### src/design/rv_pkg.sv
package rv_pkg;

    typedef logic [31:0] word_t;
    typedef logic [29:0] pc_t;     // pc bits 31..2
    typedef logic [4:0]  reg_idx_t;
    typedef logic [31:0] imm_t;

    typedef enum logic [2:0] {
        ALU_ADD = 3'b000,
        ALU_SUB = 3'b001,
        ALU_AND = 3'b010,
        ALU_OR  = 3'b011,
        ALU_XOR = 3'b100,
        ALU_SLT = 3'b101,    // funct3[0] picks unsigned
        ALU_SHL = 3'b110,
        ALU_SHR = 3'b111
    } alu_op_e;

    typedef enum logic [1:0] {
        RES_ALU = 2'b00,
        RES_MEM = 2'b01,
        RES_PC4 = 2'b10
    } res_src_e;

    localparam logic [6:0] OP_LOAD   = 7'h03;
    localparam logic [6:0] OP_IMM    = 7'h13;
    localparam logic [6:0] OP_AUIPC  = 7'h17;
    localparam logic [6:0] OP_STORE  = 7'h23;
    localparam logic [6:0] OP_REG    = 7'h33;
    localparam logic [6:0] OP_LUI    = 7'h37;
    localparam logic [6:0] OP_BRANCH = 7'h63;
    localparam logic [6:0] OP_JALR   = 7'h67;
    localparam logic [6:0] OP_JAL    = 7'h6F;

endpackage

### src/design/rv_decode.sv
`timescale 1ns/1ps

module rv_decode (
    input  logic             i_clk,
    input  logic             i_arst_n,
    input  logic             i_stall,
    input  logic             i_flush,
    input  logic             i_instr_valid,
    input  rv_pkg::word_t    i_instr,
    input  rv_pkg::pc_t      i_pc,
    input  rv_pkg::pc_t      i_pc_p4,
    output rv_pkg::reg_idx_t o_rs1,
    output rv_pkg::reg_idx_t o_rs2,
    output rv_pkg::reg_idx_t o_rd,
    output rv_pkg::pc_t      o_pc,
    output rv_pkg::pc_t      o_pc_p4,
    output rv_pkg::imm_t     o_imm,
    output logic             o_reg_write,
    output logic             o_mem_read,
    output logic             o_mem_write,
    output rv_pkg::res_src_e o_res_src,
    output logic             o_jump,
    output logic             o_branch,
    output logic             o_alu_src,
    output logic             o_pc_rel,
    output logic [2:0]       o_funct3,
    output rv_pkg::alu_op_e  o_alu_ctrl
);
    import rv_pkg::*;

    word_t      instr;
    pc_t        pc;
    pc_t        pc_p4;
    logic [6:0] op;
    logic [2:0] funct3;

    // no strobe loads a bubble, so each instruction executes once
    always_ff @(posedge i_clk or negedge i_arst_n)
    begin
        if (!i_arst_n)
            instr <= '0;
        else if (i_flush)
            instr <= '0;
        else if (!i_stall)
            instr <= i_instr_valid ? i_instr : '0;
    end

    always_ff @(posedge i_clk)
    begin
        if (i_instr_valid && !i_stall)
        begin
            pc    <= i_pc;
            pc_p4 <= i_pc_p4;
        end
    end

    assign op     = instr[6:0];
    assign funct3 = instr[14:12];

    always_comb
    begin
        case (op)
            OP_STORE:
                o_imm = {{21{instr[31]}}, instr[30:25], instr[11:7]};
            OP_BRANCH:
                o_imm = {{20{instr[31]}}, instr[7], instr[30:25], instr[11:8], 1'b0};
            OP_JAL:
                o_imm = {{12{instr[31]}}, instr[19:12], instr[20], instr[30:21], 1'b0};
            OP_LUI, OP_AUIPC:
                o_imm = {instr[31:12], 12'b0};
            default:
                o_imm = {{21{instr[31]}}, instr[30:20]};    // I type
        endcase
    end

    always_comb
    begin
        if ((op == OP_REG) || (op == OP_IMM))
        begin
            case (funct3)
                3'b000:  o_alu_ctrl = ((op == OP_REG) && instr[30]) ? ALU_SUB : ALU_ADD;
                3'b001:  o_alu_ctrl = ALU_SHL;
                3'b010:  o_alu_ctrl = ALU_SLT;
                3'b011:  o_alu_ctrl = ALU_SLT;
                3'b100:  o_alu_ctrl = ALU_XOR;
                3'b101:  o_alu_ctrl = ALU_SHR;    // logical only
                3'b110:  o_alu_ctrl = ALU_OR;
                default: o_alu_ctrl = ALU_AND;
            endcase
        end
        else if (op == OP_BRANCH)
            o_alu_ctrl = ALU_SUB;
        else
            o_alu_ctrl = ALU_ADD;    // address, target and upper imm
    end

    always_comb
    begin
        case (op)
            OP_LOAD:         o_res_src = RES_MEM;
            OP_JAL, OP_JALR: o_res_src = RES_PC4;
            default:         o_res_src = RES_ALU;
        endcase
    end

    assign o_reg_write = (op == OP_REG) || (op == OP_LOAD) || (op == OP_IMM) ||
                         (op == OP_JALR) || (op == OP_JAL) || (op == OP_AUIPC) ||
                         (op == OP_LUI);
    assign o_mem_read  = (op == OP_LOAD);
    assign o_mem_write = (op == OP_STORE);
    assign o_branch    = (op == OP_BRANCH);
    assign o_jump      = (op == OP_JAL) || (op == OP_JALR);
    assign o_alu_src   = !((op == OP_REG) || (op == OP_BRANCH));
    assign o_pc_rel    = (op == OP_AUIPC) || (op == OP_JAL);

    assign o_rs1    = (op == OP_LUI) ? '0 : instr[19:15];    // lui adds to zero
    assign o_rs2    = instr[24:20];
    assign o_rd     = instr[11:7];
    assign o_pc     = pc;
    assign o_pc_p4  = pc_p4;
    assign o_funct3 = funct3;

endmodule

### config.mk
export PLATFORM = sky130hd
export DESIGN_NAME = rv_decode
export DESIGN_NICKNAME = d
export VERILOG_FILES = /design/src/design/rv_pkg.sv /design/src/design/rv_decode.sv
export SDC_FILE = /design/constraint.sdc
export NUM_CORES = 1
export LEC_CHECK = 0
export BUFFER_PORTS_ARGS = -buffer_cell sky130_fd_sc_hd__buf_2
export CORE_ASPECT_RATIO = 0.7
export CORE_MARGIN = 2
export CORE_UTILIZATION = 46
export CTS_BUF_LIST = sky130_fd_sc_hd__clkbuf_16
export DETAILED_ROUTE_END_ITERATION = 10
export PLACE_DENSITY_LB_ADDON = 0.12
export SLEW_MARGIN = 0
export SYNTH_ARGS = -nofsm -noshare
export SYNTH_HDL_FRONTEND = slang
export SYNTH_SLANG_ARGS = --single-unit
export TNS_END_PERCENT = 50
### constraint.sdc
create_clock -name i_clk -period 2.51 [get_ports i_clk]
set_input_delay 0.251 -clock i_clk [delete_from_list [all_inputs] [get_ports i_clk]]
set_output_delay 0.251 -clock i_clk [all_outputs]
set_load 0.1 [all_outputs]
-- Word-level counts from Yosys, hierarchy flattened
Index checks and enable logic that the tools add are counted.
- register bits after elaboration: 92
- bits of input ports: 97
- output and inout bits: 122
- logic and storage cells: 47
- equality and inequality tests: 16
- mux-type cells: 10
- reduce and logical (&&, ||, !) cells: 18
- operators by type and width (operator ; number):
    $pmux 31 s4 ; 1
    $mux 32 ; 3
    $eq 7x6->1 const B ; 3
    $eq 7x7->1 const B ; 3
    $pmux 3 s6 ; 1
    $eq 7x5->1 const B ; 2
    $logic_or 1x1->1 ; 10
    $eq 3x3->1 const B ; 3
    $eq 7x2->1 const B ; 1
    $eq 3x2->1 const B ; 2
    $reduce_or 2->1 ; 3
    $mux 5 ; 1
    $pmux 2 s2 ; 1
    $eq 3x1->1 const B ; 1
    $logic_not 3->1 ; 1
    $mux 3 ; 1
    $logic_and 1x1->1 ; 2
    $logic_not 1->1 ; 2
    $mux 1 ; 2
    $ne 2x1->1 const B ; 1

-- Longest topological paths before layout
Gate-level depths: netlist (run 1).
- depth in word-level cells: 7
- mapped depth: 6
- depth with buffers taken out: 4

-- Least setup slack after synthesis (run 1)
Ideal clock, no wire load.
- path kind: reg2out
- start: register instr[4]
- end: output port o_reg_write
- arrival time: 3.622 ns
- data required time: 2.259 ns
- slack: -1.363 ns
- stages on the path, launching flop included: 4
- buffers on the path: 0
- cell sequence: dfrtp_1 nand2b_2 nor3_1 a211o_1
- longest elaborated chain between the ends: 7
- ends and longest elaborated chain (item ; RTL line ; source):
    start: declaration ; rv_decode.sv:31 ; word_t instr;
    start signal: assignment ; rv_decode.sv:45 ; instr <= i_instr_valid ? i_instr : '0;
    $eq 7x6->1 or $eq 7x2->1 (tied branches) ; rv_decode.sv:106 ; assign o_reg_write = (op == OP_REG) || (op == OP_LOAD) || (op == OP_IMM) ||
    $logic_or 1x1->1 (3 in a row) ; rv_decode.sv:106 ;
    $logic_or 1x1->1 (2 in a row) ; rv_decode.sv:107 ; (op == OP_JALR) || (op == OP_JAL) || (op == OP_AUIPC) ||
    $logic_or 1x1->1 * ; rv_decode.sv:107 ;
    end: declaration ; rv_decode.sv:18 ; output logic o_reg_write,
Every way passes the cells marked *; elsewhere a longest branch is shown, timed or not.

-- Final worst setup path (run 1)
- start: register instr[4]
- end: output port o_imm[11]
- longest elaborated chain between the ends: 3
- ends and longest elaborated chain (item ; RTL line ; source):
    $eq 7x5->1 or $eq 7x6->1 (tied branches) ; rv_decode.sv:62 ; case (op)
    $reduce_or 2->1 ; rv_decode.sv:62 ;
    $pmux 31 s4 * ; rv_decode.sv:62 ;
    end: declaration ; rv_decode.sv:17 ; output rv_pkg::imm_t o_imm,
Marked as above.

==> results.sh, run 1 <==
export IMPL_status="finished clean"
export IMPL_r2r_end="instr[6]"
export IMPL_synth_edf_count=60
export IMPL_cp_max_fo=9
export IMPL_die_area_um2=8660
export IMPL_worst_slew_pin_slew_ps=727
export IMPL_cts_tree="yes"
export IMPL_track_usage=0.216
export IMPL_power_density_nw_per_um2=804
export IMPL_ys_ff_latch=92
export IMPL_slew_headroom=0.515
export IMPL_core_um2=7770
export IMPL_viasPerCell=5.01
export IMPL_synthTopCellsByArea="edfxtp_1, dfrtp_1, a22o_1"
export IMPL_final_setup_skew_ps=0
export IMPL_timing_fmax_mhz=415
export IMPL_drive_gt1_frac=0.581
export IMPL_final_core_util=0.687
export IMPL_synth_top_area_share=0.495
export IMPL_wl_um=9130
export IMPL_die_w_um=110
export IMPL_clkSlewWorstSetupHoldPaths_ps=60
export IMPL_synth_commonest_cells="edfxtp_1, a22o_1, dfrtp_1"
export IMPL_initial_utilization=0.469
export IMPL_via_count=2754
export IMPL_yosysTopAreaCell="edfxtp_1"
export IMPL_std_cell_rows=27
export IMPL_setup_viol=0
export IMPL_grt_pass1_wl_um=14000
export IMPL_synth_most_common_cell="edfxtp_1"
export IMPL_boundaryPins=219
export IMPL_ir_drop_uv=587
export IMPL_gp_congestion=0.792
export IMPL_hold_start="i_pc_p4[7]"
export IMPL_cts_path_max_buffers=2
export IMPL_antenna_left=0
export IMPL_dp_hpwl_um=6690
export IMPL_synthesis_nets=332
export IMPL_ys_types=36
export IMPL_tns_ps=0
export IMPL_drc=0
export IMPL_synth_area_per_cell_um2=15.5
export IMPL_cp_required_ps=2260
export IMPL_fin_crit_sh=0.961
export IMPL_first_global_vias=2762
export IMPL_synth_seq_area_share=0.715
export IMPL_crit_path_end_kind="output pin"
export IMPL_cts_sinks=92
export IMPL_synth_ff_type="edfxtp_1"
export IMPL_antenna_found_initial=1
export IMPL_clock_latency_ps=330
export IMPL_wl_per_cell_um=16.6
export IMPL_timing_rr_start="instr[6]"
export IMPL_final_nets=541
export IMPL_hold_viol=0
export IMPL_cts_root_buffer="clkbuf_16"
export IMPL_min_to="o_pc_p4[7]"
export IMPL_cp_start_kind="register"
export IMPL_synth_area_um2=3640
export IMPL_htree_num_levels=3
export IMPL_die_height_um=78.5
export IMPL_critPathKind="register to output pin"
export IMPL_drv_cap=0
export IMPL_synth_warnings=0
export IMPL_hold_ws_ps=87.6
export IMPL_async_flop_share=0.348
export IMPL_worst_hold_path_type="primary input to register"
export IMPL_slew_violations=0
export IMPL_numCtsBuffers=9
export IMPL_reg2reg_depth=2
export IMPL_io_buffer_count=218
export IMPL_regToRegSetupSlack_ps=1600
export IMPL_gr_total_overflow=0
export IMPL_initialDrtViolationCount=125
export IMPL_rsz0062_at_grt="true"
export IMPL_area_growth_pct=46.5
export IMPL_n_antenna_cell=0
export IMPL_worst_hold_path_num_cells=1
export IMPL_cp_data_arrival_time_ps=2160
export IMPL_post_route_min_period_ps=2410
export IMPL_grt_start_max_net_pins=61
export IMPL_drt_pre_antenna_iters=4
export IMPL_netlist_instances=235
export IMPL_p_leak_nw=2.67
[kinds of logic (layout without fill, tap and decap cells)]
family                 after synthesis  after routing  share of synthesized area
buffers and inverters               33            247                     0.0560
XOR/XNOR                             2              2                    0.00481
multiplexers                         1              1                    0.00275
AND/OR/NAND/NOR                     44             44                     0.0811
flip-flops                          92             92                      0.715
AO/OA/AOI/OAI                       63             63                      0.141
[worst max-delay path, cell delays in order, from the launching register on]
cell and delay (ps):
dfrtp_1 460, nor2b_2 200, nor4bb_4 140, buf_4 170
nor3_4 360, a221o_1 210, buf_4 280
[layer usage]
layer | wire (µm) | vias to the layer above | part of all wire | global-route usage
met5 | 8 | - | 0.00088 | 0
met4 | 234 | 2 | 0.026 | 0.0888
met3 | 735 | 24 | 0.081 | 0.0731
met2 | 4380 | 123 | 0.48 | 0.344
met1 | 3770 | 1315 | 0.41 | 0.269
li1 | - | 1290 | - | -
[flip-flops by register name, indices dropped and copies added, names as in the netlist]
name / flops
o_pc: 30
instr: 32
o_pc_p4: 30
[power by group]
| group | total, mW | switching [mW] | internal, mW |
|---|---|---|---|
| sequential | 1.75 | 0.0361 | 1.71 |
| combinational | 1.00 | 0.829 | 0.175 |
| clock | 1.54 | 0.559 | 0.981 |
| total | 4.29 | 1.42 | 2.87 |
[through the flow]
stage	setup WS, ps	std cells	cell area, µm²	total power, mW
CTS	20.3	550	5320	4.33
detailed placement	237	532	4920	2.78
global placement	319	532	4920	2.77
floorplan	-668	235	3680	2.58
global route	-15.9	550	5340	4.42
finish	97.5	550	5340	4.29
[what timing repair did]
item,in CTS,in global routing
hold buffers,1,0
cloned,0,0
gates resized for setup,14,6
hold endpoints to repair,32,0
buffers inserted,1,0
endpoints found under the setup margin,26,15
[cell type report]
class | instances | area, µm²
flip-flops and latches | 92 | 2600
fillers | 594 | 2430
repair buffers | 228 | 1360
multi-input cells | 110 | 887
clock buffers | 9 | 225
well taps | 101 | 126
clock inverters | 7 | 124
inverters | 3 | 11.3
[worst max-delay path by stage]
stage / depth (start not counted) / slack (ps) / startpoint / to
2_1_floorplan: 4 / -670 / instr[1] / o_alu_ctrl[0]
3_3_place_gp: 5 / 320 / instr[4] / o_imm[21]
3_5_place_dp: 5 / 240 / instr[4] / o_imm[25]
4_1_cts: 6 / 20 / instr[4] / o_imm[3]
5_1_grt: 6 / -20 / instr[4] / o_imm[11]
6_report: 6 / 100 / instr[4] / o_imm[11]
[placed cells by master, fill, tap and decap left out, types with 2 or more instances in the layout]
cell type / n
nand3_1: 2
a22o_1: 36
buf_4: 22
bufinv_16: 3
nor2b_2: 3
edfxtp_1: 60
o21ai_0: 2
clkbuf_16: 9
nor3_2: 2
nor3_1: 4
clkbuf_4: 4
nor2_1: 4
nand2_2: 2
buf_12: 10
dfrtp_1: 32
buf_2: 191
nor2b_1: 6
clkinv_4: 2
inv_1: 3
a21o_1: 20
and2_1: 5
nand2_1: 4
Note: power is estimated with default switching activity, not from simulation.
==> run 2, diff against run 1 <==
Settings changed: CORE_MARGIN 2 to unset, CTS_BUF_LIST sky130_fd_sc_hd__clkbuf_16 to sky130_fd_sc_hd__clkbuf_4 sky130_fd_sc_hd__clkbuf_8 sky130_fd_sc_hd__clkbuf_16.
==> run 2 against run 1 <==
Sequential power about the same. Routed wire length increased by 1.7%. Via count unchanged. Clock power decreased by 11%. Utilization increased by 1.9 points. Worst setup slack got worse by 1.8 ps. Sequential share of layout area increased by 0.51 points. First-iteration DRC count increased by 26%. Global-route usage increased by 1.7 points. Flip-flop and latch count unchanged.
==> results.sh, run 2 (synthesized netlist as in run 1, its figures left out) <==
export IMPL_grt_start_max_net_pins=61
export IMPL_clkPwrFrac=0.332
export IMPL_gp_congestion=0.773
export IMPL_power_internal_mw=2.67
export IMPL_cp_top_family="simple AND/OR/NAND/NOR gates"
export IMPL_largest_reg_flops=32
export IMPL_clock_latency_ps=330
export IMPL_cp_data_arrival_time_ps=2160
export IMPL_n_antenna_cell=0
export IMPL_clkSlewWorstSetupHoldPaths_ps=70
export IMPL_power_frac_comb=0.243
export IMPL_area_growth_pct=45.1
export IMPL_final_setup_skew_ps=0
export IMPL_boundaryPins=219
export IMPL_cts_sinks=92
export IMPL_cp_required_ps=2260
export IMPL_hold_viol=0
export IMPL_drv_cap=0
export IMPL_core_um2=7480
export IMPL_wl_um=9280
export IMPL_finalInstanceArea_um2=5290
export IMPL_rsz0062_at_grt="true"
export IMPL_initialDrtViolationCount=158
export IMPL_die_area_um2=8280
export IMPL_dp_cells=528
export IMPL_cp_max_fo=8
export IMPL_drc=0
export IMPL_htree_num_levels=3
export IMPL_pwr_share_seq=0.425
export IMPL_numCtsBuffers=9
export IMPL_place_area_um2=4910
export IMPL_setup_viol=0
export IMPL_final_core_util=0.706
export IMPL_die_height_um=76.5
export IMPL_finalWorstSetupSlack_ps=95.7
export IMPL_power_density_nw_per_um2=780
export IMPL_cts_setup_buffers=0
export IMPL_die_w_um=108
export IMPL_cts_tree="yes"
export IMPL_worst_hold_path_type="primary input to register"
export IMPL_path_buf_inv=1
export IMPL_p_leak_nw=2.65
export IMPL_crit_chain="nand4bb_2 -> nor2_4 -> nand2_1 -> a221o_1 -> buf_4"
export IMPL_p_switching_mw=1.45
export IMPL_cts_path_max_buffers=2
export IMPL_crit_path_end_kind="output pin"
export IMPL_worst_slew_pin_slew_ps=744
export IMPL_regMostFlops="instr"
export IMPL_final_nets=539
export IMPL_first_global_vias=2781
export IMPL_dp_hpwl_um=6810
export IMPL_slew_violations=0
export IMPL_ir_drop_uv=700
export IMPL_antenna_left=0
export IMPL_antenna_found_initial=0
export IMPL_initial_utilization=0.487
export IMPL_drive_gt1_frac=0.577
export IMPL_status="finished clean"
export IMPL_slowest_delay_ps=430
export IMPL_grt_pass1_wl_um=14400
export IMPL_timing_fmax_mhz=414
export IMPL_cts_root_buffer="clkbuf_16"
export IMPL_post_route_min_period_ps=2410
export IMPL_instances_no_fill=545
export IMPL_std_cell_rows=26
export IMPL_fin_crit_sh=0.962
export IMPL_slowest_stage="dfrtp_1"
export IMPL_layout_commonest_cell="buf_2"
export IMPL_cp_start_kind="register"
export IMPL_drt_pre_antenna_iters=4
export IMPL_io_buffer_count=218
export IMPL_slew_headroom=0.504
export IMPL_track_usage=0.232
export IMPL_wl_per_cell_um=17.0
export IMPL_via_count=2754
export IMPL_gr_total_overflow=0
export IMPL_final_cell_mix="buf_2, edfxtp_1, a22o_1"
export IMPL_viasPerCell=5.05
export IMPL_preCtsSetupSlack_ps=329
export IMPL_critPathKind="register to output pin"
export IMPL_p_sw_frac=0.351
[run 2: worst register-to-register path, delay by kind of cell (launching register included)]
family,cells,cell delay [ps]
buffers and inverters,1,190
AOI/OAI and AO/OA,1,220
DFF,1,390
[run 2: area by class of cell]
cell class	count	area (µm²)
Sequential cell	92	2600
Fill cell	563	2200
Timing Repair Buffer	226	1350
Multi-Input combinational cell	110	888
Clock buffer	9	225
Tap cell	98	123
Clock inverter	7	83.8
Inverter	3	11.3
[run 2: layer usage]
layer,global-route usage,part of all wire,up-vias
met3,0.0898,0.089,6
met5,0,0,-
met2,0.386,0.49,123
met4,0.0568,0.0080,0
met1,0.284,0.41,1338
li1,-,-,1287
[run 2: what timing repair did]
action	in CTS	in global routing
pin swaps	0	1
gates resized for setup	12	9
hold buffers	1	0
endpoints found under the setup margin	12	25
endpoints found under the hold margin	32	0
[run 2: final timing paths]
| path | start | end | slack [ps] | cells past startpoint |
|---|---|---|---|---|
| max | instr[2] | o_imm[11] | 100 | 5 |
| min | i_pc_p4[4] | o_pc_p4[4] | 90 | 1 |
| max reg2reg | instr[6] | instr[6] | 1610 | 2 |
| min reg2reg | instr[29] | instr[29] | 530 | 1 |
| max in group asynchronous | i_arst_n | instr[4] | 1510 | 2 |
| min in group asynchronous | i_arst_n | instr[16] | 500 | 2 |
[run 2: power groups by stage]
stage	combinational [mW]	clock [mW]	sequential, mW
global route	1.03	1.45	1.76
global placement	0.991	0	1.78
floorplan	0.326	0	2.25
CTS	1.00	1.40	1.75
detailed placement	0.997	0	1.78
finish	1.00	1.37	1.75
[run 2: per-stage QoR]
stage / hold WS [ps] / power, mW / TNS (ps)
after global routing: 72.3 / 4.24 / -45.2
final: 92.3 / 4.12 / 0
after floorplan: -44.6 / 2.58 / -3360
after global placement: 346 / 2.77 / 0
after detailed placement: 344 / 2.78 / 0
after CTS: 78.6 / 4.15 / 0
==> run 3, diff against run 2 <==
Settings changed: SETUP_SLACK_MARGIN set to 0.1.
==> run 3 against run 2 <==
Routed wire length rose by 1.9%. Count of clock-buffer cells in the layout unchanged. Clock power hardly changed. Die area did not move. Critical path depth grew 2. Cell count increased by 0.73%. Non-clock buffer count rose by 4. Critical path type unchanged. Critical endpoint is now o_imm[21].
==> results.sh, run 3 (synthesized netlist as in run 1, its figures left out) <==
export IMPL_min_to="o_pc_p4[4]"
export IMPL_crit_path_end_kind="output pin"
export IMPL_viasPerCell=5.10
export IMPL_area_growth_pct=47.5
export IMPL_preCtsSetupSlack_ps=329
export IMPL_crit_top_cell="buf_6"
export IMPL_wl_per_cell_um=17.2
export IMPL_std_cell_rows=26
export IMPL_timing_rr_start="instr[6]"
export IMPL_antenna_found_initial=0
export IMPL_layout_commonest_cell="buf_2"
export IMPL_path_buf_inv=3
export IMPL_power_density_nw_per_um2=769
export IMPL_ir_drop_uv=701
export IMPL_cp_max_fo=10
export IMPL_io_buffer_count=218
export IMPL_final_nets=543
export IMPL_final_cell_mix="buf_2, edfxtp_1, a22o_1"
export IMPL_post_route_min_period_ps=2280
export IMPL_cp_start_kind="register"
export IMPL_grt_pass1_wl_um=14400
export IMPL_grt_start_max_net_pins=61
export IMPL_drive_gt1_frac=0.590
export IMPL_cts_sinks=92
export IMPL_via_count=2800
export IMPL_critPathKind="register to output pin"
export IMPL_instances_no_fill=549
export IMPL_slowest_stage="dfrtp_2"
export IMPL_worst_hold_path_num_cells=1
export IMPL_fillCellCount=548
export IMPL_cts_path_max_buffers=2
export IMPL_reg2reg_depth=2
export IMPL_cts_root_buffer="clkbuf_16"
export IMPL_setup_viol=0
export IMPL_final_core_util=0.718
export IMPL_hold_viol=0
export IMPL_power_total_mw=4.13
export IMPL_drc=0
export IMPL_initialDrtViolationCount=152
export IMPL_clock_latency_ps=330
export IMPL_initial_utilization=0.487
export IMPL_timing_fmax_mhz=439
export IMPL_rsz0062_at_grt="false"
export IMPL_dp_hpwl_um=6810
export IMPL_slew_headroom=0.507
export IMPL_core_um2=7480
export IMPL_finalInstanceArea_um2=5370
export IMPL_n_antenna_cell=0
export IMPL_worst_hold_path_type="primary input to register"
export IMPL_crit_chain="nand2_2 -> nor4bb_4 -> buf_6 -> nor2_1 -> buf_4 -> a21o_1 -> buf_6"
export IMPL_finalWorstSetupSlack_ps=231
export IMPL_drv_cap=0
export IMPL_drt_pre_antenna_iters=4
export IMPL_antenna_left=0
export IMPL_cp_data_arrival_time_ps=2030
export IMPL_wl_um=9460
export IMPL_gr_total_overflow=0
export IMPL_slew_violations=0
export IMPL_clkSlewWorstSetupHoldPaths_ps=70
export IMPL_die_height_um=76.5
export IMPL_gp_congestion=0.773
export IMPL_regMostFlops="instr"
export IMPL_cp_depth=7
export IMPL_die_area_um2=8280
export IMPL_final_setup_skew_ps=0
export IMPL_p_leak_nw=2.68
export IMPL_first_global_vias=2781
export IMPL_slowest_delay_ps=420
export IMPL_cp_required_ps=2260
export IMPL_largest_reg_flops=32
export IMPL_regToRegSetupSlack_ps=1590
export IMPL_dp_cells=528
export IMPL_boundaryPins=219
export IMPL_r2r_end="instr[6]"
export IMPL_hold_ws_ps=87.7
export IMPL_place_area_um2=4910
export IMPL_htree_num_levels=3
export IMPL_track_usage=0.232
export IMPL_cts_tree="yes"
export IMPL_tns_ps=0
export IMPL_cp_top_family="buffers and inverters"
export IMPL_fin_crit_sh=0.908
export IMPL_status="finished clean"
export IMPL_hold_start="i_pc_p4[4]"
export IMPL_numCtsBuffers=9
export IMPL_worst_slew_pin_slew_ps=740
export IMPL_die_w_um=108
[run 3: changes by cell type in the layout (fill, tap and decap cells not counted), moves of 2 or more]
cell	change
buf_4	-7
buf_6	+11
dfrtp_1	-2
dfrtp_2	+2
[run 3: worst max path at each step]
stage | startpoint | endpoint
5_1_grt | instr[0] | o_imm[21]
6_report | instr[0] | o_imm[21]
3_5_place_dp | instr[4] | o_imm[11]
3_3_place_gp | instr[4] | o_imm[21]
2_1_floorplan | instr[1] | o_alu_ctrl[0]
4_1_cts | instr[4] | o_imm[19]
[run 3: layout make-up]
| class | count | area (µm²) | share of cell area |
|---|---|---|---|
| multi-input combinational | 110 | 905 | 0.168 |
| inverter | 3 | 11.3 | 0.00210 |
| timing repair buffer | 230 | 1420 | 0.264 |
| tap | 98 | 123 | 0.0228 |
| clock buffer | 9 | 225 | 0.0419 |
| sequential | 92 | 2610 | 0.485 |
| clock inverter | 7 | 83.8 | 0.0156 |
[run 3: repair_timing]
item / in CTS / in global routing
endpoints found under the hold margin: 32 / 0
endpoints found under the setup margin: 25 / 38
hold buffers: 1 / 0
pin swaps: 0 / 2
resized for setup: 12 / 24
setup buffers: 0 / 4
[run 3: routing by layer]
| metal | vias to the layer above | wire (µm) | track usage |
|---|---|---|---|
| li1 | 1295 | - | - |
| met1 | 1367 | 3750 | 0.284 |
| met2 | 130 | 4730 | 0.386 |
| met3 | 8 | 892 | 0.0898 |
| met4 | 0 | 88 | 0.0568 |
| met5 | - | 0 | 0 |
[run 3: worst reg2reg max path, stage by stage, from the launching register on]
cell and delay (ps):
dfrtp_1 400, buf_4 190, a22o_1 220
[run 3: report_power, final]
part	leakage (nW)	total, mW	internal, mW	switching, mW
logic	1.54	1.01	0.180	0.830
clock network	0.148	1.37	0.787	0.583
registers	0.995	1.75	1.71	0.0390
total	2.68	4.13	2.68	1.45
